<file path="src/mdio_pkg.sv">
// MDIO slave shared definitions
// Frame layout, start codes, opcodes and register indexing
package mdio_pkg;

    // Start codes
    localparam logic [1:0] ST_CL45 = 2'b00;
    localparam logic [1:0] ST_CL22 = 2'b01;

    // Clause 22 opcodes
    localparam logic [1:0] OP22_WRITE = 2'b01;
    localparam logic [1:0] OP22_READ  = 2'b10;

    // Clause 45 opcodes
    localparam logic [1:0] OP45_ADDR  = 2'b00;
    localparam logic [1:0] OP45_WRITE = 2'b01;
    localparam logic [1:0] OP45_PRINC = 2'b10;
    localparam logic [1:0] OP45_READ  = 2'b11;

    // Register address is devad followed by 16 address bits
    localparam int REG_ADDR_W = 21;

    // Frame word after the preamble, bit 31 arrives first
    typedef union packed {
        struct packed {
            logic [1:0]  st;
            logic [1:0]  op;
            logic [4:0]  phyad;
            logic [4:0]  regad;
            logic [1:0]  ta;
            logic [15:0] data;
        } cl22;
        struct packed {
            logic [1:0]  st;
            logic [1:0]  op;
            logic [4:0]  prtad;
            logic [4:0]  devad;
            logic [1:0]  ta;
            logic [15:0] data;
        } cl45;
    } mdio_frame_u;

    // Store index from address bits 17:16 and 4:0
    function automatic logic [6:0] reg_index(input logic [REG_ADDR_W-1:0] addr);
        return {addr[17:16], addr[4:0]};
    endfunction

endpackage

</file>
<file path="src/mdio_frame_if.sv">
// MDIO frame channel
// Received frame word and event strobes from the frontend, read response back
`timescale 1ns/1ps
interface mdio_frame_if
    import mdio_pkg::*;
();
    mdio_frame_u rx_data;
    logic        phyaddr_done;
    logic        info_done;
    logic        data_done;
    logic        time_out;
    logic        legal;
    logic [15:0] resp_rdata;
    logic        resp_ready;

    modport frontend (
        output rx_data, phyaddr_done, info_done, data_done, time_out, legal,
        input  resp_rdata, resp_ready
    );

    modport backend (
        input  rx_data, phyaddr_done, info_done, data_done, time_out, legal,
        output resp_rdata, resp_ready
    );

endinterface

</file>
<file path="src/mdio_reg_if.sv">
// Register access channel
// Valid/ready request with address, write data and read data
`timescale 1ns/1ps
interface mdio_reg_if
    import mdio_pkg::*;
();
    logic [REG_ADDR_W-1:0] addr;
    logic [15:0]           wdata;
    logic                  we;
    logic                  valid;
    logic [15:0]           rdata;
    logic                  ready;

    modport master (output addr, wdata, we, valid, input rdata, ready);

    modport slave (input addr, wdata, we, valid, output rdata, ready);

endinterface

</file>
<file path="src/mdio_phy_regs.sv">
// PHY register store
// 128 words indexed by the aliasing rule, answers one cycle after valid
`timescale 1ns/1ps
module mdio_phy_regs
    import mdio_pkg::*;
(
    input  logic      clk_25m,
    input  logic      rst_n,
    mdio_reg_if.slave reg_bus
);

    logic [15:0] mem [128];
    logic [6:0]  idx;

    assign idx = reg_index(reg_bus.addr);

    always_ff @(posedge clk_25m or negedge rst_n) begin
        if (!rst_n) begin
            reg_bus.ready <= 1'b0;
            reg_bus.rdata <= 16'h0;
            for (int i = 0; i < 128; i++) begin
                mem[i] <= 16'h0;
            end
        end else begin
            // One request per valid, ready drops after the handshake
            reg_bus.ready <= reg_bus.valid && !reg_bus.ready;
            if (reg_bus.valid && !reg_bus.ready) begin
                reg_bus.rdata <= mem[idx];
                if (reg_bus.we) begin
                    mem[idx] <= reg_bus.wdata;
                end
            end
        end
    end

endmodule

</file>
<file path="src/mdio_slave_22_backend.sv">
// Clause 22 backend
// Issues a register read after the header and a write after the data field
`timescale 1ns/1ps
module mdio_slave_22_backend
    import mdio_pkg::*;
(
    input  logic        clk_25m,
    input  logic        rst_n,
    input  logic        enable,
    input  mdio_frame_u rx_data,
    input  logic        info_done,
    input  logic        data_done,
    output logic [15:0] resp_rdata,
    output logic        resp_ready,
    mdio_reg_if.master  reg_bus
);

    logic        rd_req;
    logic        wr_req;
    logic        rd_hs;
    logic        rd_done;
    logic [15:0] rdata_q;

    assign rd_req = enable && info_done && (rx_data.cl22.op == OP22_READ);
    assign wr_req = enable && data_done && (rx_data.cl22.op == OP22_WRITE);
    assign rd_hs  = reg_bus.valid && reg_bus.ready && !reg_bus.we;

    always_ff @(posedge clk_25m or negedge rst_n) begin
        if (!rst_n) begin
            reg_bus.valid <= 1'b0;
            reg_bus.we    <= 1'b0;
            rd_done       <= 1'b0;
        end else begin
            if (reg_bus.valid && reg_bus.ready) begin
                reg_bus.valid <= 1'b0;
            end else if (rd_req || wr_req) begin
                reg_bus.valid <= 1'b1;
                reg_bus.we    <= wr_req;
            end
            // Response held until the frame ends
            if (!enable || data_done) begin
                rd_done <= 1'b0;
            end else if (rd_hs) begin
                rd_done <= 1'b1;
            end
        end
    end

    always_ff @(posedge clk_25m) begin
        if (rd_req || wr_req) begin
            reg_bus.addr  <= {16'h0, rx_data.cl22.regad};
            reg_bus.wdata <= rx_data.cl22.data;
        end
        if (rd_hs) begin
            rdata_q <= reg_bus.rdata;
        end
    end

    // Handshake cycle bypasses the latch
    assign resp_ready = rd_done || rd_hs;
    assign resp_rdata = rd_done ? rdata_q : reg_bus.rdata;

endmodule

</file>
<file path="src/mdio_slave_45_backend.sv">
// Clause 45 backend
// Address, write, read and post-read-increment frames against a held
// 16-bit address register
`timescale 1ns/1ps
module mdio_slave_45_backend
    import mdio_pkg::*;
(
    input  logic        clk_25m,
    input  logic        rst_n,
    input  logic        enable,
    input  mdio_frame_u rx_data,
    input  logic        info_done,
    input  logic        data_done,
    output logic [15:0] resp_rdata,
    output logic        resp_ready,
    mdio_reg_if.master  reg_bus
);

    logic [15:0] addr_q;
    logic        addr_load;
    logic        rd_req;
    logic        wr_req;
    logic        rd_hs;
    logic        rd_done;
    logic [15:0] rdata_q;

    // Both read opcodes have op[1] set
    assign rd_req    = enable && info_done &&
                       ((rx_data.cl45.op == OP45_READ) || (rx_data.cl45.op == OP45_PRINC));
    assign wr_req    = enable && data_done && (rx_data.cl45.op == OP45_WRITE);
    assign addr_load = enable && data_done && (rx_data.cl45.op == OP45_ADDR);
    assign rd_hs     = reg_bus.valid && reg_bus.ready && !reg_bus.we;

    always_ff @(posedge clk_25m or negedge rst_n) begin
        if (!rst_n) begin
            addr_q        <= '0;
            reg_bus.valid <= 1'b0;
            reg_bus.we    <= 1'b0;
            rd_done       <= 1'b0;
        end else begin
            if (addr_load) begin
                addr_q <= rx_data.cl45.data;
            end else if (rd_hs && rx_data.cl45.op == OP45_PRINC) begin
                // Post-read increment
                addr_q <= addr_q + 16'd1;
            end

            if (reg_bus.valid && reg_bus.ready) begin
                reg_bus.valid <= 1'b0;
            end else if (rd_req || wr_req) begin
                reg_bus.valid <= 1'b1;
                reg_bus.we    <= wr_req;
            end

            if (!enable || data_done) begin
                rd_done <= 1'b0;
            end else if (rd_hs) begin
                rd_done <= 1'b1;
            end
        end
    end

    // --------------------
    // Request and response payload
    always_ff @(posedge clk_25m) begin
        if (rd_req || wr_req) begin
            reg_bus.addr  <= {rx_data.cl45.devad, addr_q};
            reg_bus.wdata <= rx_data.cl45.data;
        end
        if (rd_hs) begin
            rdata_q <= reg_bus.rdata;
        end
    end

    assign resp_ready = rd_done || rd_hs;
    assign resp_rdata = rd_done ? rdata_q : reg_bus.rdata;

endmodule

</file>
<file path="src/mdio_slave_backend.sv">
// MDIO backend dispatcher
// Latches the clause from the start code and routes frame events and
// register traffic to the Clause 22 or Clause 45 backend
`timescale 1ns/1ps
module mdio_slave_backend
    import mdio_pkg::*;
(
    input  logic          clk_25m,
    input  logic          rst_n,
    mdio_frame_if.backend frame,
    mdio_reg_if.master    reg_bus
);

    logic        cl22;
    logic        cl45;
    logic [15:0] cl22_resp_rdata;
    logic [15:0] cl45_resp_rdata;
    logic        cl22_resp_ready;
    logic        cl45_resp_ready;

    mdio_reg_if cl22_bus ();
    mdio_reg_if cl45_bus ();

    always_ff @(posedge clk_25m or negedge rst_n) begin
        if (!rst_n) begin
            cl22 <= 1'b0;
            cl45 <= 1'b0;
        end else if (frame.time_out) begin
            cl22 <= 1'b0;
            cl45 <= 1'b0;
        end else if (frame.phyaddr_done) begin
            cl22 <= (frame.rx_data.cl22.st == ST_CL22);
            cl45 <= (frame.rx_data.cl45.st == ST_CL45);
        end
    end

    // --------------------
    // Clause select, zero when idle
    assign frame.resp_rdata = cl45 ? cl45_resp_rdata : cl22 ? cl22_resp_rdata : 16'h0;
    assign frame.resp_ready = cl45 ? cl45_resp_ready : cl22 ? cl22_resp_ready : 1'b0;
    assign reg_bus.addr     = cl45 ? cl45_bus.addr   : cl22 ? cl22_bus.addr   : '0;
    assign reg_bus.wdata    = cl45 ? cl45_bus.wdata  : cl22 ? cl22_bus.wdata  : 16'h0;
    assign reg_bus.we       = cl45 ? cl45_bus.we     : cl22 ? cl22_bus.we     : 1'b0;
    assign reg_bus.valid    = cl45 ? cl45_bus.valid  : cl22 ? cl22_bus.valid  : 1'b0;

    assign cl22_bus.rdata = reg_bus.rdata;
    assign cl22_bus.ready = reg_bus.ready & cl22;
    assign cl45_bus.rdata = reg_bus.rdata;
    assign cl45_bus.ready = reg_bus.ready & cl45;

    mdio_slave_22_backend i_cl22 (
        .clk_25m    (clk_25m),
        .rst_n      (rst_n),
        .enable     (cl22 & frame.legal),
        .rx_data    (frame.rx_data),
        .info_done  (frame.info_done),
        .data_done  (frame.data_done),
        .resp_rdata (cl22_resp_rdata),
        .resp_ready (cl22_resp_ready),
        .reg_bus    (cl22_bus)
    );

    mdio_slave_45_backend i_cl45 (
        .clk_25m    (clk_25m),
        .rst_n      (rst_n),
        .enable     (cl45 & frame.legal),
        .rx_data    (frame.rx_data),
        .info_done  (frame.info_done),
        .data_done  (frame.data_done),
        .resp_rdata (cl45_resp_rdata),
        .resp_ready (cl45_resp_ready),
        .reg_bus    (cl45_bus)
    );

endmodule

</file>
<file path="src/mdio_slave_frontend.sv">
// MDIO serial frontend
// Samples mdc and mdio, finds the preamble, shifts the frame into a word,
// checks the PHY address and drives read data back out
`timescale 1ns/1ps
module mdio_slave_frontend #(
    parameter logic [4:0] PHY_ADDR       = 5'd3,
    parameter int         TIMEOUT_CYCLES = 64
) (
    input  logic           clk_25m,
    input  logic           rst_n,
    input  logic           mdc,
    input  logic           mdio_in,
    output logic           mdio_out,
    output logic           mdio_oe,
    mdio_frame_if.frontend frame
);

    localparam int TO_W = $clog2(TIMEOUT_CYCLES);

    logic [1:0]      mdc_sync;
    logic [1:0]      mdio_sync;
    logic            mdc_d;
    logic            mdc_rise;
    logic            mdc_fall;
    logic            mdio_bit;
    logic            in_frame;
    logic            frame_start;
    logic [5:0]      ones_cnt;
    logic [5:0]      bit_cnt;
    logic [TO_W-1:0] to_cnt;
    logic            drive;
    logic [15:0]     tx_shift;

    // --------------------
    // Input sync and edges
    always_ff @(posedge clk_25m or negedge rst_n) begin
        if (!rst_n) begin
            mdc_sync  <= '0;
            mdio_sync <= '0;
            mdc_d     <= 1'b0;
        end else begin
            mdc_sync  <= {mdc_sync[0], mdc};
            mdio_sync <= {mdio_sync[0], mdio_in};
            mdc_d     <= mdc_sync[1];
        end
    end

    assign mdc_rise    = mdc_sync[1] & ~mdc_d;
    assign mdc_fall    = ~mdc_sync[1] & mdc_d;
    assign mdio_bit    = mdio_sync[1];
    // Zero after at least 32 ones is the first start bit
    assign frame_start = !in_frame && !mdio_bit && (ones_cnt == 6'd32);

    // --------------------
    // Frame receive
    always_ff @(posedge clk_25m or negedge rst_n) begin
        if (!rst_n) begin
            in_frame           <= 1'b0;
            ones_cnt           <= '0;
            bit_cnt            <= '0;
            to_cnt             <= '0;
            frame.legal        <= 1'b0;
            frame.phyaddr_done <= 1'b0;
            frame.info_done    <= 1'b0;
            frame.data_done    <= 1'b0;
            frame.time_out     <= 1'b0;
        end else begin
            frame.phyaddr_done <= 1'b0;
            frame.info_done    <= 1'b0;
            frame.data_done    <= 1'b0;
            frame.time_out     <= 1'b0;
            if (in_frame && !mdc_rise && to_cnt == TO_W'(TIMEOUT_CYCLES - 1)) begin
                // mdc stalled, back to preamble search
                frame.time_out <= 1'b1;
                frame.legal    <= 1'b0;
                in_frame       <= 1'b0;
                bit_cnt        <= '0;
                to_cnt         <= '0;
                ones_cnt       <= '0;
            end else if (mdc_rise) begin
                to_cnt <= '0;
                if (in_frame || frame_start) begin
                    ones_cnt <= '0;
                    bit_cnt  <= bit_cnt + 6'd1;
                    if (frame_start) begin
                        in_frame    <= 1'b1;
                        frame.legal <= 1'b0;
                    end
                    // Last phyad bit arrives with count 8
                    if (bit_cnt == 6'd8) begin
                        frame.phyaddr_done <= 1'b1;
                        frame.legal <= ({frame.rx_data.cl22.phyad[4:1], mdio_bit} == PHY_ADDR);
                    end
                    if (bit_cnt == 6'd13) begin
                        frame.info_done <= 1'b1;
                    end
                    if (bit_cnt == 6'd31) begin
                        frame.data_done <= 1'b1;
                        in_frame        <= 1'b0;
                        bit_cnt         <= '0;
                    end
                end else if (mdio_bit) begin
                    if (ones_cnt != 6'd32) begin
                        ones_cnt <= ones_cnt + 6'd1;
                    end
                end else begin
                    ones_cnt <= '0;
                end
            end else if (in_frame) begin
                to_cnt <= to_cnt + 1'b1;
            end
        end
    end

    // Frame bits land in place, MSB first
    always_ff @(posedge clk_25m) begin
        if (mdc_rise && (in_frame || frame_start)) begin
            frame.rx_data[~bit_cnt[4:0]] <= mdio_bit;
        end
    end

    // --------------------
    // Read data out
    // Counts 15 to 31 cover the second turnaround bit and 16 data bits
    assign drive = in_frame && frame.legal && frame.resp_ready &&
                   (bit_cnt >= 6'd15) && (bit_cnt <= 6'd31);

    always_ff @(posedge clk_25m) begin
        if (mdc_fall && drive) begin
            if (bit_cnt == 6'd15) begin
                tx_shift <= frame.resp_rdata;
            end else begin
                tx_shift <= {tx_shift[14:0], 1'b0};
            end
        end
    end

    always_ff @(posedge clk_25m or negedge rst_n) begin
        if (!rst_n) begin
            mdio_oe  <= 1'b0;
            mdio_out <= 1'b0;
        end else if (frame.time_out) begin
            mdio_oe  <= 1'b0;
            mdio_out <= 1'b0;
        end else if (mdc_fall) begin
            mdio_oe  <= drive;
            mdio_out <= drive && (bit_cnt != 6'd15) && tx_shift[15];
        end
    end

endmodule

</file>
<file path="src/mdio_slave_top.sv">
// MDIO slave top level
// Frontend, clause dispatcher and PHY register store
`timescale 1ns/1ps
module mdio_slave_top #(
    parameter logic [4:0] PHY_ADDR       = 5'd3,
    parameter int         TIMEOUT_CYCLES = 64
) (
    input  logic clk_25m,
    input  logic rst_n,
    input  logic mdc,
    input  logic mdio_in,
    output logic mdio_out,
    output logic mdio_oe
);

    mdio_frame_if frame_if ();
    mdio_reg_if   reg_if ();

    mdio_slave_frontend #(
        .PHY_ADDR       (PHY_ADDR),
        .TIMEOUT_CYCLES (TIMEOUT_CYCLES)
    ) i_frontend (
        .clk_25m  (clk_25m),
        .rst_n    (rst_n),
        .mdc      (mdc),
        .mdio_in  (mdio_in),
        .mdio_out (mdio_out),
        .mdio_oe  (mdio_oe),
        .frame    (frame_if)
    );

    mdio_slave_backend i_backend (
        .clk_25m (clk_25m),
        .rst_n   (rst_n),
        .frame   (frame_if),
        .reg_bus (reg_if)
    );

    mdio_phy_regs i_phy_regs (
        .clk_25m (clk_25m),
        .rst_n   (rst_n),
        .reg_bus (reg_if)
    );

endmodule

</file>
<file path="config.mk">
export PLATFORM = sky130hd
export DESIGN_NAME = mdio_slave_top
export DESIGN_NICKNAME = d
export VERILOG_FILES = /design/src/mdio_pkg.sv /design/src/mdio_frame_if.sv /design/src/mdio_reg_if.sv /design/src/mdio_phy_regs.sv /design/src/mdio_slave_22_backend.sv /design/src/mdio_slave_45_backend.sv /design/src/mdio_slave_backend.sv /design/src/mdio_slave_frontend.sv /design/src/mdio_slave_top.sv
export SDC_FILE = /design/constraint.sdc
export NUM_CORES = 2
export LEC_CHECK = 0
export BUFFER_PORTS_ARGS = -buffer_cell sky130_fd_sc_hd__buf_2
export CAP_MARGIN = 20
export CORE_MARGIN = 3
export CORE_UTILIZATION = 55
export CTS_BUF_LIST = sky130_fd_sc_hd__clkbuf_8 sky130_fd_sc_hd__clkbuf_16
export DETAILED_ROUTE_END_ITERATION = 12
export HOLD_SLACK_MARGIN = 0.1
export PLACE_DENSITY = 0.7
export SLEW_MARGIN = 20
export SYNTH_ARGS = -nofsm -noshare
export SYNTH_HDL_FRONTEND = slang
export SYNTH_SLANG_ARGS = --single-unit
</file>
<file path="constraint.sdc">
create_clock -name clk_25m -period 11.18 [get_ports clk_25m]
set_input_delay 2.236 -clock clk_25m [delete_from_list [all_inputs] [get_ports clk_25m]]
set_output_delay 2.236 -clock clk_25m [all_outputs]
set_load 0.01 [all_outputs]
</file>
Yosys cells after proc, flatten, opt, wreduce, memory -nomap -nowiden:

Index checks and enable logic that the tools add are counted.

* register bits after elaboration: 2255
* input port bits: 4
* output and inout port bits: 2
* word-level logic and storage cells: 341

* $add $sub $neg: 4
* $lt $le $gt $ge: 6
* equality and inequality tests: 14
* multiplexer cells: 77
* bitwise operators: 12
* reductions and logical operators: 66

Operators by type and width (count)
* $bwmux W2048: 1
* $mux W16: 12
* $bmux W16 S7: 1
* $demux W16 S7: 1
* $mux W6: 12
* $mux W1: 46
* $bwmux W32: 1
* $logic_and A1 B1 Y1: 29
* $add A6 B1 Y6 const B: 3
* $eq A6 B4 Y1 const B: 3
* $mux W18: 1
* $reduce_bool A2 Y1: 9
* $add A16 B1 Y16 const B: 1
* $eq A6 B6 Y1 const B: 2
* $reduce_and A2 Y1: 5
* $reduce_bool A3 Y1: 3
* $ge A8 B8 Y1 const B: 1
* $logic_not A1 Y1: 8
* $logic_or A1 B1 Y1: 8
* $lt A8 B1 Y1 const B: 1
* $not A7 Y8: 1
* $and A1 B1 Y1: 6
* $eq A6 B5 Y1 const B: 1
* $ge A6 B4 Y1 const B: 1
* 15 further kinds: 22

Logic depth before layout (Yosys ltp):

* word-level depth: 13
* gate-level depth with buffers: 14
* depth with buffers taken out: 9

Cells and area by module:

Synthesis repeated with hierarchy kept, for this count alone.

* cells, all modules: 7546
* area, all modules: 104029.8 um2

By module, submodules not included
* mdio_phy_regs: times used 1, cells each 6891, area an instance 95146.3 um2, sequential area each 51674.6 um2
* mdio_slave_frontend: times used 1, cells each 280, area an instance 3514.6 um2, sequential area each 2217.1 um2
* mdio_slave_45_backend: times used 1, cells each 203, area an instance 2991.6 um2, sequential area each 2067.0 um2
* mdio_slave_22_backend: times used 1, cells each 86, area an instance 1595.3 um2, sequential area each 1186.1 um2
* mdio_slave_backend: times used 1, cells each 86, area an instance 782.0 um2, sequential area each 50.0 um2

Worst setup path before layout:

No wires, ideal clock.

* kind: reg2reg
* start: register i_backend.cl45
* end: register i_frontend.mdio_out
* library setup time: 84 ps
* arrival time: 5798 ps
* path slack: 5298 ps
* cell stages (with the launch flop): 9
* path buffers: 2
* clock period less this slack: 5882 ps
* cell sequence: dfrtp_1 -> buf_6 -> buf_2 -> nor3b_1 -> nor2_1 -> mux2_2 -> a2111oi_0 -> a32oi_1 -> nor2_1

* cells in the longest elaborated chain, start to end: 12

RTL lines
* from (decl): line mdio_slave_backend.sv:15 `logic cl45;`
* from (signal assigned): line mdio_slave_backend.sv:33 `cl45 <= (frame.rx_data.cl45.st == ST_CL45);`
* $and A1 B1 Y1: line mdio_slave_backend.sv:49 `assign cl45_bus.ready = reg_bus.ready & cl45;`
* $logic_and A1 B1 Y1 (2 in a row): line mdio_slave_45_backend.sv:32 `assign rd_hs = reg_bus.valid && reg_bus.ready && !reg_bus.we;`
* via i_backend.i_cl45.rd_hs: line mdio_slave_45_backend.sv:23 `logic rd_hs;`
* $logic_or A1 B1 Y1: line mdio_slave_45_backend.sv:75 `assign resp_ready = rd_done || rd_hs;`
* $mux W1: line mdio_slave_backend.sv:40 `assign frame.resp_ready = cl45 ? cl45_resp_ready : cl22 ? cl22_resp_ready : 1'b0;`
* $logic_and A1 B1 Y1 (2 in a row): line mdio_slave_frontend.sv:125 `assign drive = in_frame && frame.legal && frame.resp_ready &&`
* $logic_and A1 B1 Y1: line mdio_slave_frontend.sv:126 `(bit_cnt >= 6'd15) && (bit_cnt <= 6'd31);`
* $logic_and A1 B1 Y1 (2 in a row): line mdio_slave_frontend.sv:147 `mdio_out <= drive && (bit_cnt != 6'd15) && tx_shift[15];`
* $mux W1: line mdio_slave_frontend.sv:145 `end else if (mdc_fall) begin`
* $mux W1: line mdio_slave_frontend.sv:142 `end else if (frame.time_out) begin`
* to (signal assigned): line mdio_slave_frontend.sv:147
* to (decl): line mdio_slave_frontend.sv:13 `output logic mdio_out,`

The timed path passes the listed nets, and every way through them passes these cells. The select of a mux whose other input is x is not followed.
A chain may end at the register's enable or synchronous reset.

Worst setup path in the final report:

* start: register i_backend.cl45
* end: register i_phy_regs.reg_bus.rdata[7]

* cells in the longest elaborated chain, start to end: 5

RTL lines
* $mux W18: line mdio_slave_backend.sv:41 `assign reg_bus.addr = cl45 ? cl45_bus.addr : cl22 ? cl22_bus.addr : '0;`
* $not A7 Y8 (not written as such): line mdio_phy_regs.sv:28 `reg_bus.rdata <= mem[idx];`
* $bmux W16 S7: line mdio_phy_regs.sv:28
* $mux W16 (not written as such) (2 in a row): line mdio_phy_regs.sv:28
* to (signal assigned): line mdio_phy_regs.sv:28
* to (decl): line mdio_reg_if.sv:16 `modport slave (input addr, wdata, we, valid, output rdata, ready);`

Parallel ways exist; a longest one is shown, timed or not. The select of a mux whose other input is x is not followed.

==> impl_metrics.csv <==
group,metric,value,unit
synthesis,synth_area,0.0963,mm^2
synthesis,synth_compound_area_frac,0.193,
setup_path,path_common_cell,"buf_4",
synthesis,synthDistinctLibCells,81,
detailed_routing,vias,76900,
layout,drive_above_1_share,0.0755,
timing,setup_viol,0,
setup_path,crit_end,"i_phy_regs.reg_bus.rdata[7]",
die,die_w,424,um
clock_tree,cts_resized,0,
setup_path,arrival,6900,ps
layout,nNetsFinal,9679,
detailed_routing,dr.pass1.iters,7,
grt,grt_max_degree,181,
status,status,"completed",
setup_path,slowest_stage,"o21ai_0",
timing,rsz0062_at_grt,"no",
synthesis,synth_xor_area_frac,0.000910,
min_path,hold_path.class,"flip-flop to flip-flop",
timing,post-route-period-util,0.553,
timing,fmax,162,MHz
pwr,power_switching_share,0.212,
setup_path,reg2reg_to,"i_phy_regs.reg_bus.rdata[7]",
run,cap_violations,0,
grt,grt_pass1_wl,473000,um
synthesis,seq_area_frac_synth,0.586,
setup_path,startpoint,"i_backend.cl45",
placed_design,dp_hpwl,181000,um
setup_path,cp_max_fo,134,
clock_tree,cts_buffers,222,
die,die_h,424,um
placed_design,port_buffers,5,
synthesis,synth_flop_cell,"dfrtp_1",
timing,setup_tns,0,ps
setup_path,crit_required,11900,ps
setup_path,timing.critical_path.cells,"buf_4, and2_2, buf_4, nor2_4, buf_12, buf_4, mux2i_1, o22ai_1, o21ai_0, nand3_1, o31ai_1, o22ai_1",
synthesis,synth_fa_ha_area_frac,0.00104,
detailed_routing,post_drt_wl_per_cell,25.6,um
setup_path,worstSetupPathType,"flip-flop to flip-flop",
clock_tree,cts_tree,"yes",
clock_tree,clk_latency,870,ps
pwr,pwr-share-seq,0.514,
setup_path,r2r-start,"i_backend.cl45",
timing,fin_ws,5000,ps
die,dieArea,0.180,mm^2
setup_path,ff2ff_path_depth,12,
clock_tree,cts_sinks,2230,
setup_path,slowest_delay,920,ps
synthesis,synth_edf_count,121,
grt,overflow,0,
synthesis,synth_simple_gate_area_frac,0.127,
pwr,p_leak,46.7,nW
synthesis,yosys_warnings,0,
timing,skew,35.6,ps
synthesis,synth.net_count,10200,
pwr,p_comb_frac,0.011,
layout,fillers,14500,
synthesis,synthTopCellsByArea,"dfrtp_1, o21ai_0, nand2_1, mux2i_1, a21oi_1",
layout,multi_input_area,0.0363,mm^2
grt,grt_pass1_vias,74500,
clock_tree,path_clk_slew,60,ps
detailed_routing,drc,0,
layout,seq_area,0.0564,mm^2
synthesis,syn_avg_cell_area,9.46,um^2
timing,hold_viol_final,0,
clock_tree,hold_buffers,0,
pwr,ir_drop,0.000140,V
synthesis,syn_inst,10200,
detailed_routing,wl,312000,um
timing,slew_headroom,0.124,
synthesis,synth.top_cell.area_share,0.548,
layout,area_delta_synth_final,9.27,%
synthesis,synth_mux_area_frac,0.0503,
clock_tree,cts_setup_buffers,0,
pwr,p_sw,3.36,mW
placed_design,dp_slack,5180,ps
setup_path,startpoint_type,"flip-flop",
pwr,finalPower,15.8,mW
pwr,powerDensity,150,mW/mm^2
synthesis,synth_top_family_by_area,"compound AO/OA/AOI/OAI gates",
die,start_util,0.557,
synthesis,yosysTopAreaCell,"dfrtp_1",
clock_tree,cts_root_buf,"clkbuf_16",
grt,track_usage,0.345,
detailed_routing,drtAntennaViolNets,0,
synthesis,synth_seq_cells,2230,
die,ios,6,
placed_design,gp_congestion,0.932,
die,fp-row-count,152,
timing,worst_pin_slew,1300,ps
timing,fin_crit,6180,ps
synthesis,synthArstFlopShare,0.946,
clock_tree,clockBufferDepth,3,
timing,report.final.slew_viol_count,0,
setup_path,r2r_slack,5000,ps
grt,antenna_found_initial,13,
pwr,p_clk_frac,0.475,
detailed_routing,routed_via_density,6.32,
detailed_routing,drt_iter0_drc,9214,
setup_path,cp-end-kind,"flip-flop",
pwr,power.internal,12.5,mW
die,core,0.173,mm^2
clock_tree,htreeDepth,4,
## layout by cell type (no fill, tap or decap), types with 40 or more instances in the layout
| master | instances |
|---|---|
| nand2_1 | 2361 |
| a221oi_1 | 105 |
| buf_4 | 205 |
| nor2_1 | 453 |
| o21ai_0 | 1913 |
| a21oi_1 | 772 |
| clkbuf_16 | 226 |
| clkbuf_8 | 62 |
| inv_1 | 78 |
| nand2_2 | 42 |
| edfxtp_1 | 121 |
| mux2i_1 | 439 |
| nand3_1 | 91 |
| a222oi_1 | 54 |
| mux2_2 | 40 |
| dfrtp_1 | 2108 |
| o22ai_1 | 214 |
## per-stage QoR
step           instances   util  instance area (um^2)  hold slack (ps)
3_5_place_dp       11700  0.565                 97500              338
2_1_floorplan      10200      -                 96300              331
5_1_grt            12200  0.609                105000              353
6_report           12200  0.609                105000              352
3_3_place_gp       11700  0.564                 97400              333
4_1_cts            12200  0.608                105000              351
## logic make-up (layout without fill, tap and decap cells)
logic type / after synthesis / after routing
simple gates: 3117 / 3117
compound gates: 3352 / 3352
mux: 479 / 479
xor+xnor: 10 / 10
flops: 2230 / 2230
buf+inv: 974 / 654
other cells: 0 / 11
fa+ha+maj: 8 / 8
## how the worst min path moves through the flow
stage,startpoint,endpoint,slack (ps),cells past startpoint
after floorplan,i_frontend.mdc_sync[0],i_frontend.mdc_sync[1],330,0
after global placement,i_frontend.mdio_sync[0],i_frontend.mdio_sync[1],330,0
after detailed placement,i_frontend.mdio_sync[0],i_frontend.mdio_sync[1],340,0
after CTS,i_frontend.mdio_sync[0],i_frontend.mdio_sync[1],350,0
after global routing,i_frontend.mdio_sync[0],i_frontend.mdio_sync[1],350,0
final,i_frontend.mdc_sync[0],i_frontend.mdc_sync[1],350,0
## power groups by stage
stage	clock network (mW)	registers, mW	logic, mW
CTS	7.56	8.13	0.176
finish	7.51	8.13	0.169
detailed placement	0	8.28	0.176
global placement	0	8.28	0.172
floorplan	0	8.28	0.00554
global route	7.91	8.13	0.198
## registers in the layout, indices dropped and copies added, names as in the netlist, 2 cells and up
register                        count
i_phy_regs.reg_bus.rdata           16
i_frontend.ones_cnt                 6
i_phy_regs.mem                   2048
i_backend.i_cl22.rdata_q           16
i_backend.i_cl45.addr_q             5
i_backend.i_cl45.reg_bus.addr       7
i_frontend.bit_cnt                  6
i_frontend.frame.rx_data           29
i_backend.i_cl22.reg_bus.addr       5
i_backend.i_cl45.rdata_q           16
i_frontend.mdc_sync                 2
i_frontend.to_cnt                   6
i_frontend.tx_shift                16
i_frontend.mdio_sync                2
i_backend.i_cl45.reg_bus.wdata     16
i_backend.i_cl22.reg_bus.wdata     16
## metal layers
layer  up-vias  routed length [um]  global-route usage
met5         -                  54                   0
met4         8               19600               0.190
met1     37800              121000               0.457
li1      34100                   -                   -
met2      4015              139000               0.530
met3       926               31800              0.0789
## synthesized netlist by cell type, types with 50 or more instances
master / instances
a21oi_1: 773
o22ai_1: 215
mux2i_1: 439
a221oi_1: 105
buf_1: 50
nor2_1: 476
a222oi_1: 54
dfrtp_1: 2109
o21ai_0: 1916
nand2_1: 2404
edfxtp_1: 121
nand3_1: 91
clkbuf_1: 726
buf_2: 145
## layout make-up
type | instances | area share
Clock inverter | 119 | 0.00861
Tap cell | 2310 | 0.0275
Timing Repair Buffer | 238 | 0.0199
Multi-Input combinational cell | 6966 | 0.345
Antenna cell | 11 | 0.000262
Clock buffer | 288 | 0.0619
Sequential cell | 2230 | 0.536
Inverter | 9 | 0.000321
## critical path: cells and delay by family (launching register included)
family                 cells  cell delay [ps]
multiplexers               1              290
AND/OR/NAND/NOR            3              850
flip-flops                 1              580
AO/OA/AOI/OAI              4             1920
buffers and inverters      4             2260
Power figures use the tool's default switching activity.
